<file path="src/include/ldq_macros.svh">
`ifndef LDQ_MACROS_SVH
`define LDQ_MACROS_SVH

// queue geometry
`define LDQ_DEPTH   24
`define LDQ_PTR_W   5

// entry field widths
`define LDQ_TAG_W   6
`define LDQ_PREG_W  6
`define LDQ_ADDR_W  16
`define LDQ_DATA_W  16

// loads the allocator may hand over per cycle
`define LDQ_LANES   4

`endif

</file>
<file path="src/hw/ldq_pkg.sv">
`include "ldq_macros.svh"

package ldq_pkg;

   typedef logic [`LDQ_PTR_W-1:0]  ldq_ptr_t;   // slot index into the circular buffer
   typedef logic [`LDQ_TAG_W-1:0]  ldq_tag_t;
   typedef logic [`LDQ_PREG_W-1:0] ldq_preg_t;  // physical destination register
   typedef logic [`LDQ_ADDR_W-1:0] ldq_addr_t;
   typedef logic [`LDQ_DATA_W-1:0] ldq_data_t;

   // issue FSM, one load in flight at a time
   typedef enum logic [2:0] {
      IDLE      = 3'd0,  // nothing to issue
      WAIT      = 3'd1,  // requesting the memory port
      ISSUED    = 3'd2,  // granted, waiting on cache and store queue
      MEM_RDY   = 3'd3,  // cache data in, store queue pending
      FWD_RDY   = 3'd4,  // store queue result in, cache pending
      BOTH_RDY  = 3'd5,
      WRITEBACK = 3'd6   // one cycle of writeback
   } ldq_state_e;

endpackage

</file>
<file path="src/hw/ldq_entry_array.sv">
`timescale 1ns/10ps
`include "ldq_macros.svh"

module ldq_entry_array (
   input  logic                              clk,
   input  logic                              rst,
   input  logic                              i_alloc_en,
   input  logic [`LDQ_LANES-1:0]             i_alloc_vld,
   input  logic [`LDQ_LANES*`LDQ_TAG_W-1:0]  i_alloc_tags,
   input  ldq_pkg::ldq_ptr_t                 i_tail,
   input  ldq_pkg::ldq_ptr_t                 i_head,
   input  logic                              i_upd_vld,
   input  ldq_pkg::ldq_tag_t                 i_upd_tag,
   input  ldq_pkg::ldq_addr_t                i_upd_addr,
   input  ldq_pkg::ldq_preg_t                i_upd_preg,
   input  logic [`LDQ_DEPTH-1:0]             i_commit_mask,
   input  logic [`LDQ_DEPTH-1:0]             i_flush_mask,
   input  ldq_pkg::ldq_ptr_t                 i_cur_ptr,
   input  logic                              i_finish,
   input  logic                              i_busy,
   output logic [`LDQ_DEPTH-1:0]             o_bid,
   output logic                              o_head_vld,
   output ldq_pkg::ldq_addr_t                o_cur_addr,
   output ldq_pkg::ldq_preg_t                o_cur_preg,
   output ldq_pkg::ldq_tag_t                 o_cur_tag
);

   localparam logic [`LDQ_PTR_W:0] DEPTH_W = `LDQ_DEPTH;

   // status bits per entry
   logic [`LDQ_DEPTH-1:0] vld_q, rdy_q, done_q;

   // payload fields
   ldq_pkg::ldq_tag_t     tag_q  [`LDQ_DEPTH];
   ldq_pkg::ldq_addr_t    addr_q [`LDQ_DEPTH];
   ldq_pkg::ldq_preg_t    preg_q [`LDQ_DEPTH];

   logic [`LDQ_DEPTH-1:0] ins_mask, upd_hit, cur_sel;
   ldq_pkg::ldq_tag_t     ins_tag   [`LDQ_DEPTH];
   ldq_pkg::ldq_ptr_t     lane_slot [`LDQ_LANES];

   // lane k lands at tail+k
   always_comb begin
      logic [`LDQ_PTR_W:0] sum;
      for (int k = 0; k < `LDQ_LANES; k++) begin
         sum = {1'b0, i_tail} + (`LDQ_PTR_W+1)'(k);
         if (sum >= DEPTH_W)
            sum = sum - DEPTH_W;
         lane_slot[k] = sum[`LDQ_PTR_W-1:0];
      end
   end

   always_comb begin
      for (int i = 0; i < `LDQ_DEPTH; i++) begin
         ins_mask[i] = 1'b0;
         ins_tag[i]  = '0;
         for (int k = 0; k < `LDQ_LANES; k++) begin
            if (i_alloc_en && i_alloc_vld[k] && (lane_slot[k] == i)) begin
               ins_mask[i] = 1'b1;
               ins_tag[i]  = i_alloc_tags[k*`LDQ_TAG_W +: `LDQ_TAG_W];
            end
         end
         // address unit result, matched by tag
         upd_hit[i] = i_upd_vld & vld_q[i] & (tag_q[i] == i_upd_tag);
         cur_sel[i] = (i_cur_ptr == i);
      end
   end

   always_ff @(posedge clk or negedge rst) begin
      if (!rst) begin
         vld_q  <= '0;
         rdy_q  <= '0;
         done_q <= '0;
      end else begin
         for (int i = 0; i < `LDQ_DEPTH; i++) begin
            if (i_flush_mask[i] || i_commit_mask[i]) begin  // squash first, then retire
               vld_q[i]  <= 1'b0;
               rdy_q[i]  <= 1'b0;
               done_q[i] <= 1'b0;
            end else if (ins_mask[i]) begin
               vld_q[i]  <= 1'b1;
               rdy_q[i]  <= 1'b0;
               done_q[i] <= 1'b0;
            end else begin
               if (upd_hit[i])
                  rdy_q[i] <= 1'b1;
               if (i_finish && cur_sel[i])
                  done_q[i] <= 1'b1;  // written back, never bids again
            end
         end
      end
   end

   always_ff @(posedge clk) begin
      for (int i = 0; i < `LDQ_DEPTH; i++) begin
         if (ins_mask[i])
            tag_q[i] <= ins_tag[i];
         if (upd_hit[i]) begin
            addr_q[i] <= i_upd_addr;
            preg_q[i] <= i_upd_preg;
         end
      end
   end

   // ready loads not yet done, held off while a load is in flight
   assign o_bid      = vld_q & rdy_q & ~done_q & {`LDQ_DEPTH{~i_busy}};
   assign o_head_vld = vld_q[i_head];

   assign o_cur_addr = addr_q[i_cur_ptr];
   assign o_cur_preg = preg_q[i_cur_ptr];
   assign o_cur_tag  = tag_q[i_cur_ptr];

endmodule

</file>
<file path="src/hw/ldq_issue_ctrl.sv">
`timescale 1ns/10ps

module ldq_issue_ctrl (
   input  logic               clk,
   input  logic               rst,
   input  logic               i_ld_rdy,
   input  logic               i_flsh,
   input  logic               i_ld_grnt,
   input  logic               i_done,
   input  ldq_pkg::ldq_data_t i_data_ca,
   input  logic               i_fwd_rdy,
   input  logic               i_fwd,
   input  ldq_pkg::ldq_data_t i_data_sq,
   output logic               o_ld_req,
   output logic               o_busy,
   output logic               o_finish,
   output logic               o_ld_wb,
   output ldq_pkg::ldq_data_t o_ld_data
);

   ldq_pkg::ldq_state_e state, nxt_state;

   logic                fwd_q;       // store queue supplies the data
   ldq_pkg::ldq_data_t  data_ca_q;
   ldq_pkg::ldq_data_t  data_sq_q;

   always_ff @(posedge clk or negedge rst) begin
      if (!rst)
         state <= ldq_pkg::IDLE;
      else
         state <= nxt_state;
   end

   always_comb begin
      nxt_state = state;
      if (i_flsh) begin
         nxt_state = ldq_pkg::IDLE;  // flush drops whatever is in flight
      end else begin
         case (state)
            ldq_pkg::IDLE: begin
               if (i_ld_rdy)
                  nxt_state = ldq_pkg::WAIT;
            end
            ldq_pkg::WAIT: begin
               if (i_ld_grnt)
                  nxt_state = ldq_pkg::ISSUED;
            end
            ldq_pkg::ISSUED: begin
               if (i_done && i_fwd_rdy)
                  nxt_state = ldq_pkg::BOTH_RDY;
               else if (i_done)
                  nxt_state = ldq_pkg::MEM_RDY;
               else if (i_fwd_rdy)
                  nxt_state = ldq_pkg::FWD_RDY;
            end
            ldq_pkg::MEM_RDY: begin
               if (i_fwd_rdy)
                  nxt_state = ldq_pkg::WRITEBACK;
            end
            ldq_pkg::FWD_RDY: begin
               if (i_done)
                  nxt_state = ldq_pkg::WRITEBACK;
            end
            ldq_pkg::BOTH_RDY: begin
               nxt_state = ldq_pkg::WRITEBACK;
            end
            ldq_pkg::WRITEBACK: begin
               if (i_ld_rdy)
                  nxt_state = ldq_pkg::WAIT;
               else
                  nxt_state = ldq_pkg::IDLE;
            end
            default: begin
               nxt_state = ldq_pkg::IDLE;
            end
         endcase
      end
   end

   // return data is captured on its own strobe, in whichever order it comes
   always_ff @(posedge clk or negedge rst) begin
      if (!rst)
         fwd_q <= 1'b0;
      else if (i_fwd_rdy)
         fwd_q <= i_fwd;
   end

   always_ff @(posedge clk) begin
      if (i_done)
         data_ca_q <= i_data_ca;
      if (i_fwd_rdy)
         data_sq_q <= i_data_sq;
   end

   assign o_ld_req  = (state == ldq_pkg::WAIT);  // held until granted
   assign o_busy    = (state != ldq_pkg::IDLE);
   assign o_ld_wb   = (state == ldq_pkg::WRITEBACK) & ~i_flsh;
   assign o_finish  = o_ld_wb;  // marks the entry done at the same edge
   assign o_ld_data = fwd_q ? data_sq_q : data_ca_q;

endmodule

</file>
<file path="src/hw/ldq_oldest_select.sv">
`timescale 1ns/10ps
`include "ldq_macros.svh"

module ldq_oldest_select (
   input  logic                  clk,
   input  logic                  rst,
   input  logic [`LDQ_DEPTH-1:0] i_bid,
   input  ldq_pkg::ldq_ptr_t     i_head,
   input  logic                  i_busy,
   output ldq_pkg::ldq_ptr_t     o_cur_ptr,
   output logic                  o_ld_rdy
);

   localparam logic [`LDQ_PTR_W:0] DEPTH_W = `LDQ_DEPTH;

   logic [`LDQ_DEPTH-1:0] rot_bid;   // bit 0 is the head slot
   ldq_pkg::ldq_ptr_t     offset, pre_cur, cur_ptr;

   always_comb begin
      logic [`LDQ_PTR_W:0] idx;
      logic [`LDQ_PTR_W:0] sum;
      for (int j = 0; j < `LDQ_DEPTH; j++) begin
         idx = {1'b0, i_head} + (`LDQ_PTR_W+1)'(j);
         if (idx >= DEPTH_W)
            idx = idx - DEPTH_W;
         rot_bid[j] = i_bid[idx[`LDQ_PTR_W-1:0]];
      end

      // lowest set bit is the oldest bidder
      offset = '0;
      for (int j = `LDQ_DEPTH-1; j >= 0; j--) begin
         if (rot_bid[j])
            offset = ldq_pkg::ldq_ptr_t'(j);
      end

      sum = {1'b0, i_head} + {1'b0, offset};
      if (sum >= DEPTH_W)
         sum = sum - DEPTH_W;  // back to an absolute slot
      pre_cur = sum[`LDQ_PTR_W-1:0];
   end

   always_ff @(posedge clk or negedge rst) begin
      if (!rst)
         cur_ptr <= '0;
      else if (!i_busy)
         cur_ptr <= pre_cur;  // frozen for the load in flight
   end

   assign o_cur_ptr = cur_ptr;
   assign o_ld_rdy  = |i_bid;

endmodule

</file>
<file path="src/hw/ldq_ptr_ctrl.sv">
`timescale 1ns/10ps
`include "ldq_macros.svh"

module ldq_ptr_ctrl (
   input  logic                    clk,
   input  logic                    rst,
   input  logic [`LDQ_LANES-1:0]   i_alloc_vld,
   input  logic                    i_flsh,
   input  ldq_pkg::ldq_ptr_t       i_flush_ptr,
   input  ldq_pkg::ldq_ptr_t       i_cmmt_ptr,
   input  logic                    i_head_vld,
   output ldq_pkg::ldq_ptr_t       o_head,
   output ldq_pkg::ldq_ptr_t       o_tail,
   output logic                    o_alloc_en,
   output logic [`LDQ_DEPTH-1:0]   o_commit_mask,
   output logic [`LDQ_DEPTH-1:0]   o_flush_mask,
   output logic                    o_stll
);

   localparam logic [`LDQ_PTR_W:0] DEPTH_W   = `LDQ_DEPTH;
   localparam logic [`LDQ_PTR_W:0] STALL_LVL = `LDQ_DEPTH - `LDQ_LANES;

   ldq_pkg::ldq_ptr_t     head, tail, nxt_tail, lane_cnt;
   logic                  lanes_ok;
   logic [`LDQ_PTR_W:0]   tail_sum, occ;

   // circular range [start_ptr, stop_ptr), empty when both are equal
   function automatic logic [`LDQ_DEPTH-1:0] range_mask(input ldq_pkg::ldq_ptr_t start_ptr,
                                                        input ldq_pkg::ldq_ptr_t stop_ptr);
      logic [`LDQ_DEPTH-1:0] m;
      int                    i;
      m = '0;
      for (i = 0; i < `LDQ_DEPTH; i++) begin
         if (start_ptr <= stop_ptr)
            m[i] = (i >= start_ptr) && (i < stop_ptr);
         else
            m[i] = (i >= start_ptr) || (i < stop_ptr);  // range wraps past the last slot
      end
      return m;
   endfunction

   // count valid lanes, they have to be packed from lane 0
   always_comb begin
      lane_cnt = '0;
      lanes_ok = 1'b1;
      for (int k = 0; k < `LDQ_LANES; k++) begin
         lane_cnt = lane_cnt + ldq_pkg::ldq_ptr_t'(i_alloc_vld[k]);
         if (k > 0 && i_alloc_vld[k] && !i_alloc_vld[k-1])
            lanes_ok = 1'b0;
      end
   end

   assign o_alloc_en = lanes_ok & ~i_flsh;

   always_comb begin
      tail_sum = {1'b0, tail} + (o_alloc_en ? {1'b0, lane_cnt} : '0);
      if (tail_sum >= DEPTH_W)
         tail_sum = tail_sum - DEPTH_W;  // wrap modulo depth
      nxt_tail = tail_sum[`LDQ_PTR_W-1:0];
   end

   always_ff @(posedge clk or negedge rst) begin
      if (!rst) begin
         head <= '0;
         tail <= '0;
      end else begin
         head <= i_cmmt_ptr;  // commit pointer is followed every cycle
         tail <= i_flsh ? i_flush_ptr : nxt_tail;
      end
   end

   assign o_commit_mask = range_mask(head, i_cmmt_ptr);
   assign o_flush_mask  = i_flsh ? range_mask(i_flush_ptr, tail) : '0;

   // occupancy, equal pointers mean full only when the head slot holds a load
   always_comb begin
      if (tail > head)
         occ = {1'b0, tail} - {1'b0, head};
      else if (tail < head)
         occ = {1'b0, tail} + DEPTH_W - {1'b0, head};
      else
         occ = i_head_vld ? DEPTH_W : '0;
   end

   assign o_stll = (occ > STALL_LVL);
   assign o_head = head;
   assign o_tail = tail;

endmodule

</file>
<file path="src/hw/load_queue.sv">
`timescale 1ns/10ps
`include "ldq_macros.svh"

module load_queue (
   input  logic                              clk,
   input  logic                              rst,
   // allocation from rename
   input  logic [`LDQ_LANES-1:0]             i_alloc_vld,
   input  logic [`LDQ_LANES*`LDQ_TAG_W-1:0]  i_alloc_tags,
   // address unit
   input  logic                              i_upd_vld,
   input  ldq_pkg::ldq_tag_t                 i_upd_tag,
   input  ldq_pkg::ldq_addr_t                i_upd_addr,
   input  ldq_pkg::ldq_preg_t                i_upd_preg,
   // commit and mispredict recovery
   input  ldq_pkg::ldq_ptr_t                 i_cmmt_ptr,
   input  logic                              i_flsh,
   input  ldq_pkg::ldq_ptr_t                 i_flush_ptr,
   // arbiter, cache and store queue
   input  logic                              i_ld_grnt,
   input  logic                              i_done,
   input  ldq_pkg::ldq_data_t                i_data_ca,
   input  logic                              i_fwd_rdy,
   input  logic                              i_fwd,
   input  ldq_pkg::ldq_data_t                i_data_sq,
   output logic                              o_ld_req,
   output ldq_pkg::ldq_addr_t                o_ld_addr,
   output ldq_pkg::ldq_preg_t                o_ld_preg,
   output ldq_pkg::ldq_tag_t                 o_ld_tag,
   output ldq_pkg::ldq_data_t                o_ld_data,
   output logic                              o_ld_wb,
   output logic                              o_stll
);

   ldq_pkg::ldq_ptr_t     head, tail, cur_ptr;
   logic [`LDQ_DEPTH-1:0] commit_mask, flush_mask, bid;
   logic                  alloc_en, head_vld, ld_rdy, busy, finish;

   ldq_ptr_ctrl u_ptr_ctrl (
      .clk           (clk),
      .rst           (rst),
      .i_alloc_vld   (i_alloc_vld),
      .i_flsh        (i_flsh),
      .i_flush_ptr   (i_flush_ptr),
      .i_cmmt_ptr    (i_cmmt_ptr),
      .i_head_vld    (head_vld),
      .o_head        (head),
      .o_tail        (tail),
      .o_alloc_en    (alloc_en),
      .o_commit_mask (commit_mask),
      .o_flush_mask  (flush_mask),
      .o_stll        (o_stll)
   );

   ldq_entry_array u_entry_array (
      .clk           (clk),
      .rst           (rst),
      .i_alloc_en    (alloc_en),
      .i_alloc_vld   (i_alloc_vld),
      .i_alloc_tags  (i_alloc_tags),
      .i_tail        (tail),
      .i_head        (head),
      .i_upd_vld     (i_upd_vld),
      .i_upd_tag     (i_upd_tag),
      .i_upd_addr    (i_upd_addr),
      .i_upd_preg    (i_upd_preg),
      .i_commit_mask (commit_mask),
      .i_flush_mask  (flush_mask),
      .i_cur_ptr     (cur_ptr),
      .i_finish      (finish),
      .i_busy        (busy),
      .o_bid         (bid),
      .o_head_vld    (head_vld),
      .o_cur_addr    (o_ld_addr),
      .o_cur_preg    (o_ld_preg),
      .o_cur_tag     (o_ld_tag)
   );

   ldq_oldest_select u_oldest_select (
      .clk       (clk),
      .rst       (rst),
      .i_bid     (bid),
      .i_head    (head),
      .i_busy    (busy),
      .o_cur_ptr (cur_ptr),
      .o_ld_rdy  (ld_rdy)
   );

   ldq_issue_ctrl u_issue_ctrl (
      .clk       (clk),
      .rst       (rst),
      .i_ld_rdy  (ld_rdy),
      .i_flsh    (i_flsh),
      .i_ld_grnt (i_ld_grnt),
      .i_done    (i_done),
      .i_data_ca (i_data_ca),
      .i_fwd_rdy (i_fwd_rdy),
      .i_fwd     (i_fwd),
      .i_data_sq (i_data_sq),
      .o_ld_req  (o_ld_req),
      .o_busy    (busy),
      .o_finish  (finish),
      .o_ld_wb   (o_ld_wb),
      .o_ld_data (o_ld_data)
   );

endmodule

</file>
<file path="config.mk">
export PLATFORM = sky130hd
export DESIGN_NAME = load_queue
export DESIGN_NICKNAME = d
export VERILOG_FILES = /design/src/hw/ldq_pkg.sv /design/src/hw/ldq_entry_array.sv /design/src/hw/ldq_issue_ctrl.sv /design/src/hw/ldq_oldest_select.sv /design/src/hw/ldq_ptr_ctrl.sv /design/src/hw/load_queue.sv
export VERILOG_INCLUDE_DIRS = /design/src /design/src/include
export SDC_FILE = /design/constraint.sdc
export NUM_CORES = 2
export LEC_CHECK = 0
export ABC_AREA = 1
export BUFFER_PORTS_ARGS = -buffer_cell sky130_fd_sc_hd__buf_4
export CORE_UTILIZATION = 57
export CTS_BUF_LIST = sky130_fd_sc_hd__clkbuf_16
export CTS_CLUSTER_SIZE = 8
export DETAILED_ROUTE_END_ITERATION = 8
export GPL_TIMING_DRIVEN = 0
export PLACE_DENSITY_LB_ADDON = 0.1
export SYNTH_ARGS = -nofsm -noshare
export SYNTH_HDL_FRONTEND = slang
export SYNTH_SLANG_ARGS = --single-unit
</file>
<file path="constraint.sdc">
create_clock -name clk -period 6.3 [get_ports clk]
set_input_delay 0.63 -clock clk [delete_from_list [all_inputs] [get_ports clk]]
set_output_delay 0.63 -clock clk [all_outputs]
set_load 0.05 [all_outputs]
</file>
Word level (Yosys, flattened, before mapping). Memory sizes are Yosys's and may differ from the RTL's. Index checks and enable logic that the tools add are counted. Widths: inputs -> output; s select.

Register bits: 123. RAM bits: 672. Bits of input ports: 106. Word-level logic and storage cells: 1572. Memories kept: 3.

Memory list: u_entry_array.addr_q (words 24, width 16, read ports 1, clocked after Yosys merged registers in 0, wr ports 24, line ldq_entry_array.sv:35) `` ldq_pkg::ldq_addr_t addr_q [`LDQ_DEPTH]; ``; u_entry_array.preg_q (words 24, width 6, read ports 1, clocked after Yosys merged registers in 0, wr ports 24, line ldq_entry_array.sv:36) `` ldq_pkg::ldq_preg_t preg_q [`LDQ_DEPTH]; ``; u_entry_array.tag_q (words 24, width 6, read ports 25, clocked after Yosys merged registers in 0, wr ports 4, line ldq_entry_array.sv:34) `` ldq_pkg::ldq_tag_t tag_q [`LDQ_DEPTH]; ``.

Add/sub/neg operators: 64. Magnitude comparators: 156. Equality and inequality tests: 150. Multiplexer cells: 712. Bitwise operators: 56. Reduce and logical (&&, ||, !) cells: 352.

Operators by type and width (number): $mux 6 (118); $mux 1 (481); $mux 5 (77); $eq 5x4->1 const B (40); $eq 5x5->1 const B (40); $logic_and 1x1->1 (176); $ge 6x5->1 const B (28); $lt 5x6->1 const B (25); $sub 5x5->5 const B (30); $reduce_bool 3->1 (49); $eq 6x6->1 (24); $bmux 1 s5 (25); $reduce_or 6->1 (20); $eq 5x3->1 const B (20); $ge 4x5->1 const A (16); $ge 5x5->1 const A (16); $lt 4x5->1 const A (16); $lt 5x5->1 const A (16); $and 24x24->24 (3); $logic_or 1x1->1 (72); $add 5x5->6 const B (9); $and 1x1->1 (50); $eq 5x2->1 const B (10); $add 5x4->6 const B (8); 37 further kinds (121).

Longest topological paths before layout.
Depth in word-level cells: 32. Depth in mapped cells: 47. Mapped depth without buffers: 45.

Cells and area by module. A second synthesis with hierarchy kept.

Cell total of the unflattened synthesis: 4779. Area, all modules: 43396.6 sq um.

By module, submodules not included: ldq_entry_array (times used 1, cells each 3427, area each 35255.1 sq um, seq. area each 21981.1 sq um); ldq_oldest_select (times used 1, cells each 684, area each 3657.3 sq um, seq. area each 125.1 sq um); ldq_ptr_ctrl (times used 1, cells each 509, area each 2895.3 sq um, seq. area each 250.2 sq um); ldq_issue_ctrl (times used 1, cells each 159, area each 1589.0 sq um, seq. area each 1061.0 sq um).

Least setup slack after synthesis. No wires, ideal clock.

Path kind: input port to flip-flop. From: input i_upd_tag[4]. To: memory u_entry_array.addr_q[12][0] (netlist bit), enable pin. Setup time: 0.527 ns. Data arrival time: 5.196 ns. Slack: 0.578 ns. Stages on the path: 6. Buffers on the path: 2. Path through: clkbuf_1 -> buf_1 -> nand2_1 -> a21oi_1 -> o2111ai_1 -> a2111oi_0.

RTL lines: start, declared (line load_queue.sv:12) `input ldq_pkg::ldq_tag_t i_upd_tag,`; end, declared (line ldq_entry_array.sv:35).

Worst setup path after layout.
From: register u_ptr_ctrl.head[2], in the netlist u_ptr_ctrl.o_head[2]. To: register u_oldest_select.cur_ptr[3], in the netlist u_oldest_select.o_cur_ptr[3].

Cells in the longest elaborated chain, start to end: 32.

RTL lines: start, declared (line ldq_ptr_ctrl.sv:23) `ldq_pkg::ldq_ptr_t head, tail, nxt_tail, lane_cnt;`; start signal, assigned (line ldq_ptr_ctrl.sv:67) `head <= i_cmmt_ptr;`; $add 5x5->6 (line ldq_oldest_select.sv:23) `` idx = {1'b0, i_head} + (`LDQ_PTR_W+1)'(j); ``; $sub 5x5->5 or $ge 6x5->1 (tied branches) (line ldq_oldest_select.sv:25, ldq_oldest_select.sv:24); $mux 5 (line ldq_oldest_select.sv:24) `if (idx >= DEPTH_W)`; $bmux 1 s5 (line ldq_oldest_select.sv:26) `` rot_bid[j] = i_bid[idx[`LDQ_PTR_W-1:0]]; ``; $mux 1 (line ldq_oldest_select.sv:26); $mux 5 (24 in a row) (line ldq_oldest_select.sv:32) `if (rot_bid[j])`; $add 5x5->6 * (line ldq_oldest_select.sv:36) `sum = {1'b0, i_head} + {1'b0, offset};`; $sub 5x5->5 or $ge 6x5->1 (tied branches) (line ldq_oldest_select.sv:38, ldq_oldest_select.sv:37); $mux 5 * (line ldq_oldest_select.sv:37) `if (sum >= DEPTH_W)`; end signal, assigned (line ldq_oldest_select.sv:46) `cur_ptr <= pre_cur;`; end, declared (line ldq_oldest_select.sv:17) `ldq_pkg::ldq_ptr_t offset, pre_cur, cur_ptr;`.

Mark *: on every way between the ends. The rest lies on a longest branch, timed or not. The select of a mux whose other input is x is not followed. A chain may end at the register's enable or synchronous reset.

==> key figures <==
Die
  – CORE AREA: 0.0731 mm²
  – Die Wd: 274 µm
  – Rows: 99
  – Die height: 274 µm
  – Starting density of the core: 57.7%
  – DIE AREA: 0.0751 mm²
  – IO Pins: 153

Global routing
  – Initial antenna violation count: 10
  – First-pass GRT wire length: 246,000 µm
  – Total GRT Usage: 45.6%
  – Largest net degree at the start of global routing: 92
  – Vias in the first global route: 36,179
  – Gr ovfl total: 0

Timing
  – Slew of the pin with the lowest slew margin: 1.56 ns
  – Fmax: 174 MHz
  – Fin crit period: 5.75 ns
  – Final hold vios: 0
  – Rel. slew slack: -4.66%
  – Slew Limit Fails: 3
  – RSZ-0062 raised after global routing: false
  – Tcrit/Tclk final: 91.3%
  – Setup violators final: 0
  – Clock Skew: 0.0748 ns

Synth
  – Seq/Total Area, Yosys: 55.5%
  – Synth Cell Area: 0.0422 mm²
  – Adder-cell share of the synthesized area: 2.67%
  – Synth Area in Compound Gates: 20.5%
  – #FFs+latches synth: 795
  – Post-Synth XOR/XNOR Area: 1.89%
  – Number of flops mapped to enable cells by yosys: 704
  – Largest family of logic cells by synthesized area: compound AO/OA/AOI/OAI gates
  – Simple-gate share of the synthesized area: 13.3%
  – Yosys cell types: 74
  – Async set-reset flop share out of synthesis: 11.4%
  – Mapped Cells: 4,262
  – Largest cells by area after synthesis: edfxtp_1 (50%), a22oi_1 (6.1%), dfrtp_1 (5.4%)
  – Syn_area_per_cell: 9.90 µm²
  – Mapped Nets: 4,442
  – Syn. warnings: 0
  – Area leader, netlist: edfxtp_1
  – Top cell type's share of synthesized area: 50.1%
  – Ys flop type: edfxtp_1
  – Post-synthesis mux area share: 0.0771%

Status
  – Status: finished, violations left
  – Failing checks: DRC, capacitance limit, slew limit

Critical path
  – Setup crit start kind: flop
  – WS Path Type: flop to flop
  – Most frequent CP cell: nand2_1
  – Critical path fanouts, max: 16
  – Required time worst endpoint: 6.89 ns
  – Nature of the critical path endpoint: flop
  – Max stage delay cell, worst path: dfrtp_2
  – Crit-path max cell delay: 0.63 ns
  – Worst Path Arrival: 6.34 ns

Power
  – Power per cell area: 363 mW/mm²
  – Total power draw: 0.0176 W
  – P_leak: 18.2 nW
  – Worst IR drop on VDD: 0.379 mV

Detailed routing
  – Routed vias: 38,824
  – Max layer used: met5
  – Drt pass-1 iters: 9
  – WL/cell: 30.8 µm
  – Met3 WL: 22,200 µm
  – DRT iter0 DRCs: 6,523
  – Routed Antenna Nets: 0
  – Routed wl met2: 75,400 µm
  – WL met1: 61,800 µm
  – Vias/cell: 6.91
  – Routed WL: 173,000 µm
  – # DRC: 16

Clock network
  – Clk root buf: clkbuf_16
  – Worst-Skew Late Latency: 0.69 ns
  – CTS Buf Count: 110
  – H-tree depth: 3
  – CTS sink cnt: 795
  – Clock Tree Buf Depth: 3
  – CTS tree: yes
  – Reg clk slew, reported paths: 0.05 ns
  – Post-CTS Setup Bufs: 0
  – Hold buffers post-CTS: 0

Final layout
  – Total Nets Final: 4,797
  – Area growth, synth to finish: 14.9%
  – Share of cells above drive strength 1: 10.5%
  – Fin cells: 5,619

Place
  – GPL Wtd Cong: 1.07
  – Placed cell count: 5,465
  – Final HPWL DP: 129,000 µm
  – PortBufs: 143

Hold path
  – Type of the worst min-delay path: input pin to flop

Run
  – Max-Cap Viols: 1
## metal layers
| metal | GRT usage [%] | vias to the layer above |
|---|---|---|
| met1 | 58.6 | 18404 |
| met2 | 68.6 | 3261 |
| met4 | 30.4 | 8 |
| met3 | 11.4 | 730 |
| met5 | 0 | - |
| li1 | - | 16421 |
## cell families (layout without fill, tap and decap cells)
family          after synthesis  in the layout
compound gates             1323           1323
xor+xnor                     82             82
fa+ha+maj                    89             89
buf+inv                     651           1044
flops                       795            795
mux                           3              3
other cells                   0              5
simple gates               1319           1319
## flip-flops by register name (all words and copies together) (netlist names)
name / flops
u_ptr_ctrl.o_tail: 5
u_oldest_select.o_cur_ptr: 5
u_issue_ctrl.data_sq_q: 16
u_entry_array.vld_q: 24
u_ptr_ctrl.o_head: 5
u_issue_ctrl.state: 3
u_entry_array.addr_q: 384
u_entry_array.rdy_q: 24
u_entry_array.preg_q: 144
u_entry_array.tag_q: 144
u_entry_array.done_q: 24
u_issue_ctrl.data_ca_q: 16
u_issue_ctrl.fwd_q: 1
## worst paths after layout
check,startpoint,endpoint,slack [ns],cells past startpoint
worst max-delay path,u_ptr_ctrl.o_head[2]$_DFF_PN0_,u_oldest_select.o_cur_ptr[3]$_DFFE_PN0N_,0.55,42
worst min-delay path,i_cmmt_ptr[2],u_ptr_ctrl.o_head[2]$_DFF_PN0_,0.11,1
worst max register to register,u_ptr_ctrl.o_head[2]$_DFF_PN0_,u_oldest_select.o_cur_ptr[3]$_DFFE_PN0N_,0.55,42
worst min register to register,u_entry_array.rdy_q[20]$_DFFE_PN0P_,u_entry_array.rdy_q[20]$_DFFE_PN0P_,0.51,2
max in group asynchronous,rst,u_ptr_ctrl.o_head[1]$_DFF_PN0_,5.15,1
min in group asynchronous,rst,u_issue_ctrl.fwd_q$_DFFE_PN0P_,0.15,1
## report_power, final
group / switching [W] / total (W) / internal (W)
Sequential: 0.0000838 / 0.00590 / 0.00582
Clock: 0.00221 / 0.00531 / 0.00310
Combinational: 0.00475 / 0.00637 / 0.00161
## final cells by class
type | count | area (µm²)
tap | 959 | 1200
timing repair buffer | 244 | 1820
sequential | 795 | 23400
clock inverter | 40 | 312
multi-input combinational | 2816 | 16400
inverter | 432 | 1620
fill | 5839 | 24600
clock buffer | 110 | 2750
antenna | 5 | 12.5
buffer | 218 | 917
## Yosys cell counts, drive strengths merged, types with 6 or more instances
| cell type | instances |
|---|---|
| o21a | 9 |
| o22ai | 98 |
| o31ai | 9 |
| o2111ai | 22 |
| xnor2 | 23 |
| o311ai | 8 |
| clkbuf | 168 |
| nand3 | 270 |
| o21ai | 285 |
| inv | 414 |
| a2111oi | 6 |
| or2 | 17 |
| ha | 67 |
| nand4 | 32 |
| xor2 | 59 |
| buf | 51 |
| a31oi | 25 |
| dfrtp | 91 |
| o21bai | 7 |
| a221oi | 68 |
| nor2 | 379 |
| a21oi | 278 |
| fa | 7 |
| o221ai | 43 |
| nand2 | 548 |
| o41ai | 27 |
| edfxtp | 704 |
| o211ai | 21 |
| clkinv | 18 |
| maj3 | 15 |
| a22oi | 343 |
| a21boi | 51 |
| nor4 | 40 |
| nor3 | 27 |
## what timing repair did
action	4_1_cts	5_1_grt
resized for setup	1	9
setup endpoints to repair	1	3
pin swaps	0	0
## placed cells by master (no fill, tap or decap), types with 20 or more instances in the layout
cell type / synthesis / final
edfxtp_1: 704 / 704
a221oi_1: 68 / 68
nor3_1: 27 / 27
o21ai_0: 263 / 262
xor2_1: 54 / 53
nor2_1: 372 / 372
o2111ai_1: 22 / 22
o211ai_1: 21 / 21
o221ai_1: 43 / 43
inv_2: 24 / 24
nand3_1: 269 / 269
a21oi_1: 275 / 275
a21boi_0: 49 / 49
inv_1: 389 / 419
clkbuf_1: 165 / 161
o21ai_1: 19 / 20
ha_1: 67 / 67
xnor2_1: 22 / 22
nand4_1: 32 / 32
nor4_1: 40 / 21
clkbuf_16: 0 / 110
buf_1: 33 / 33
buf_4: 3 / 234
o22ai_1: 98 / 98
o41ai_1: 27 / 27
a31oi_1: 25 / 25
nand2_1: 542 / 542
a22oi_1: 343 / 343
dfrtp_1: 91 / 89
## per-stage QoR
stage          hold slack (ns)  setup TNS, ns  utilization [%]  setup slack [ns]  area (µm²)
2_1_floorplan            0.334              0                -             0.578       42200
3_3_place_gp             0.489       -1387.36             60.8             -5.54       44500
3_5_place_dp             0.499        -0.0795             62.1           -0.0795       45400
4_1_cts                 0.0857              0             66.3            0.0947       48400
5_1_grt                 0.0928              0             66.3            0.0133       48500
6_report                 0.109              0             66.3             0.548       48500
## critical path, delay by kind of cell, from the launching register on
kind | cells | cell delay (ns)
compound gates | 5 | 0.94
simple gates | 27 | 1.97
buf+inv | 4 | 0.60
fa+ha+maj | 4 | 1.23
flops | 1 | 0.63
xor+xnor | 2 | 0.33
(Power assumes the default switching activity.)
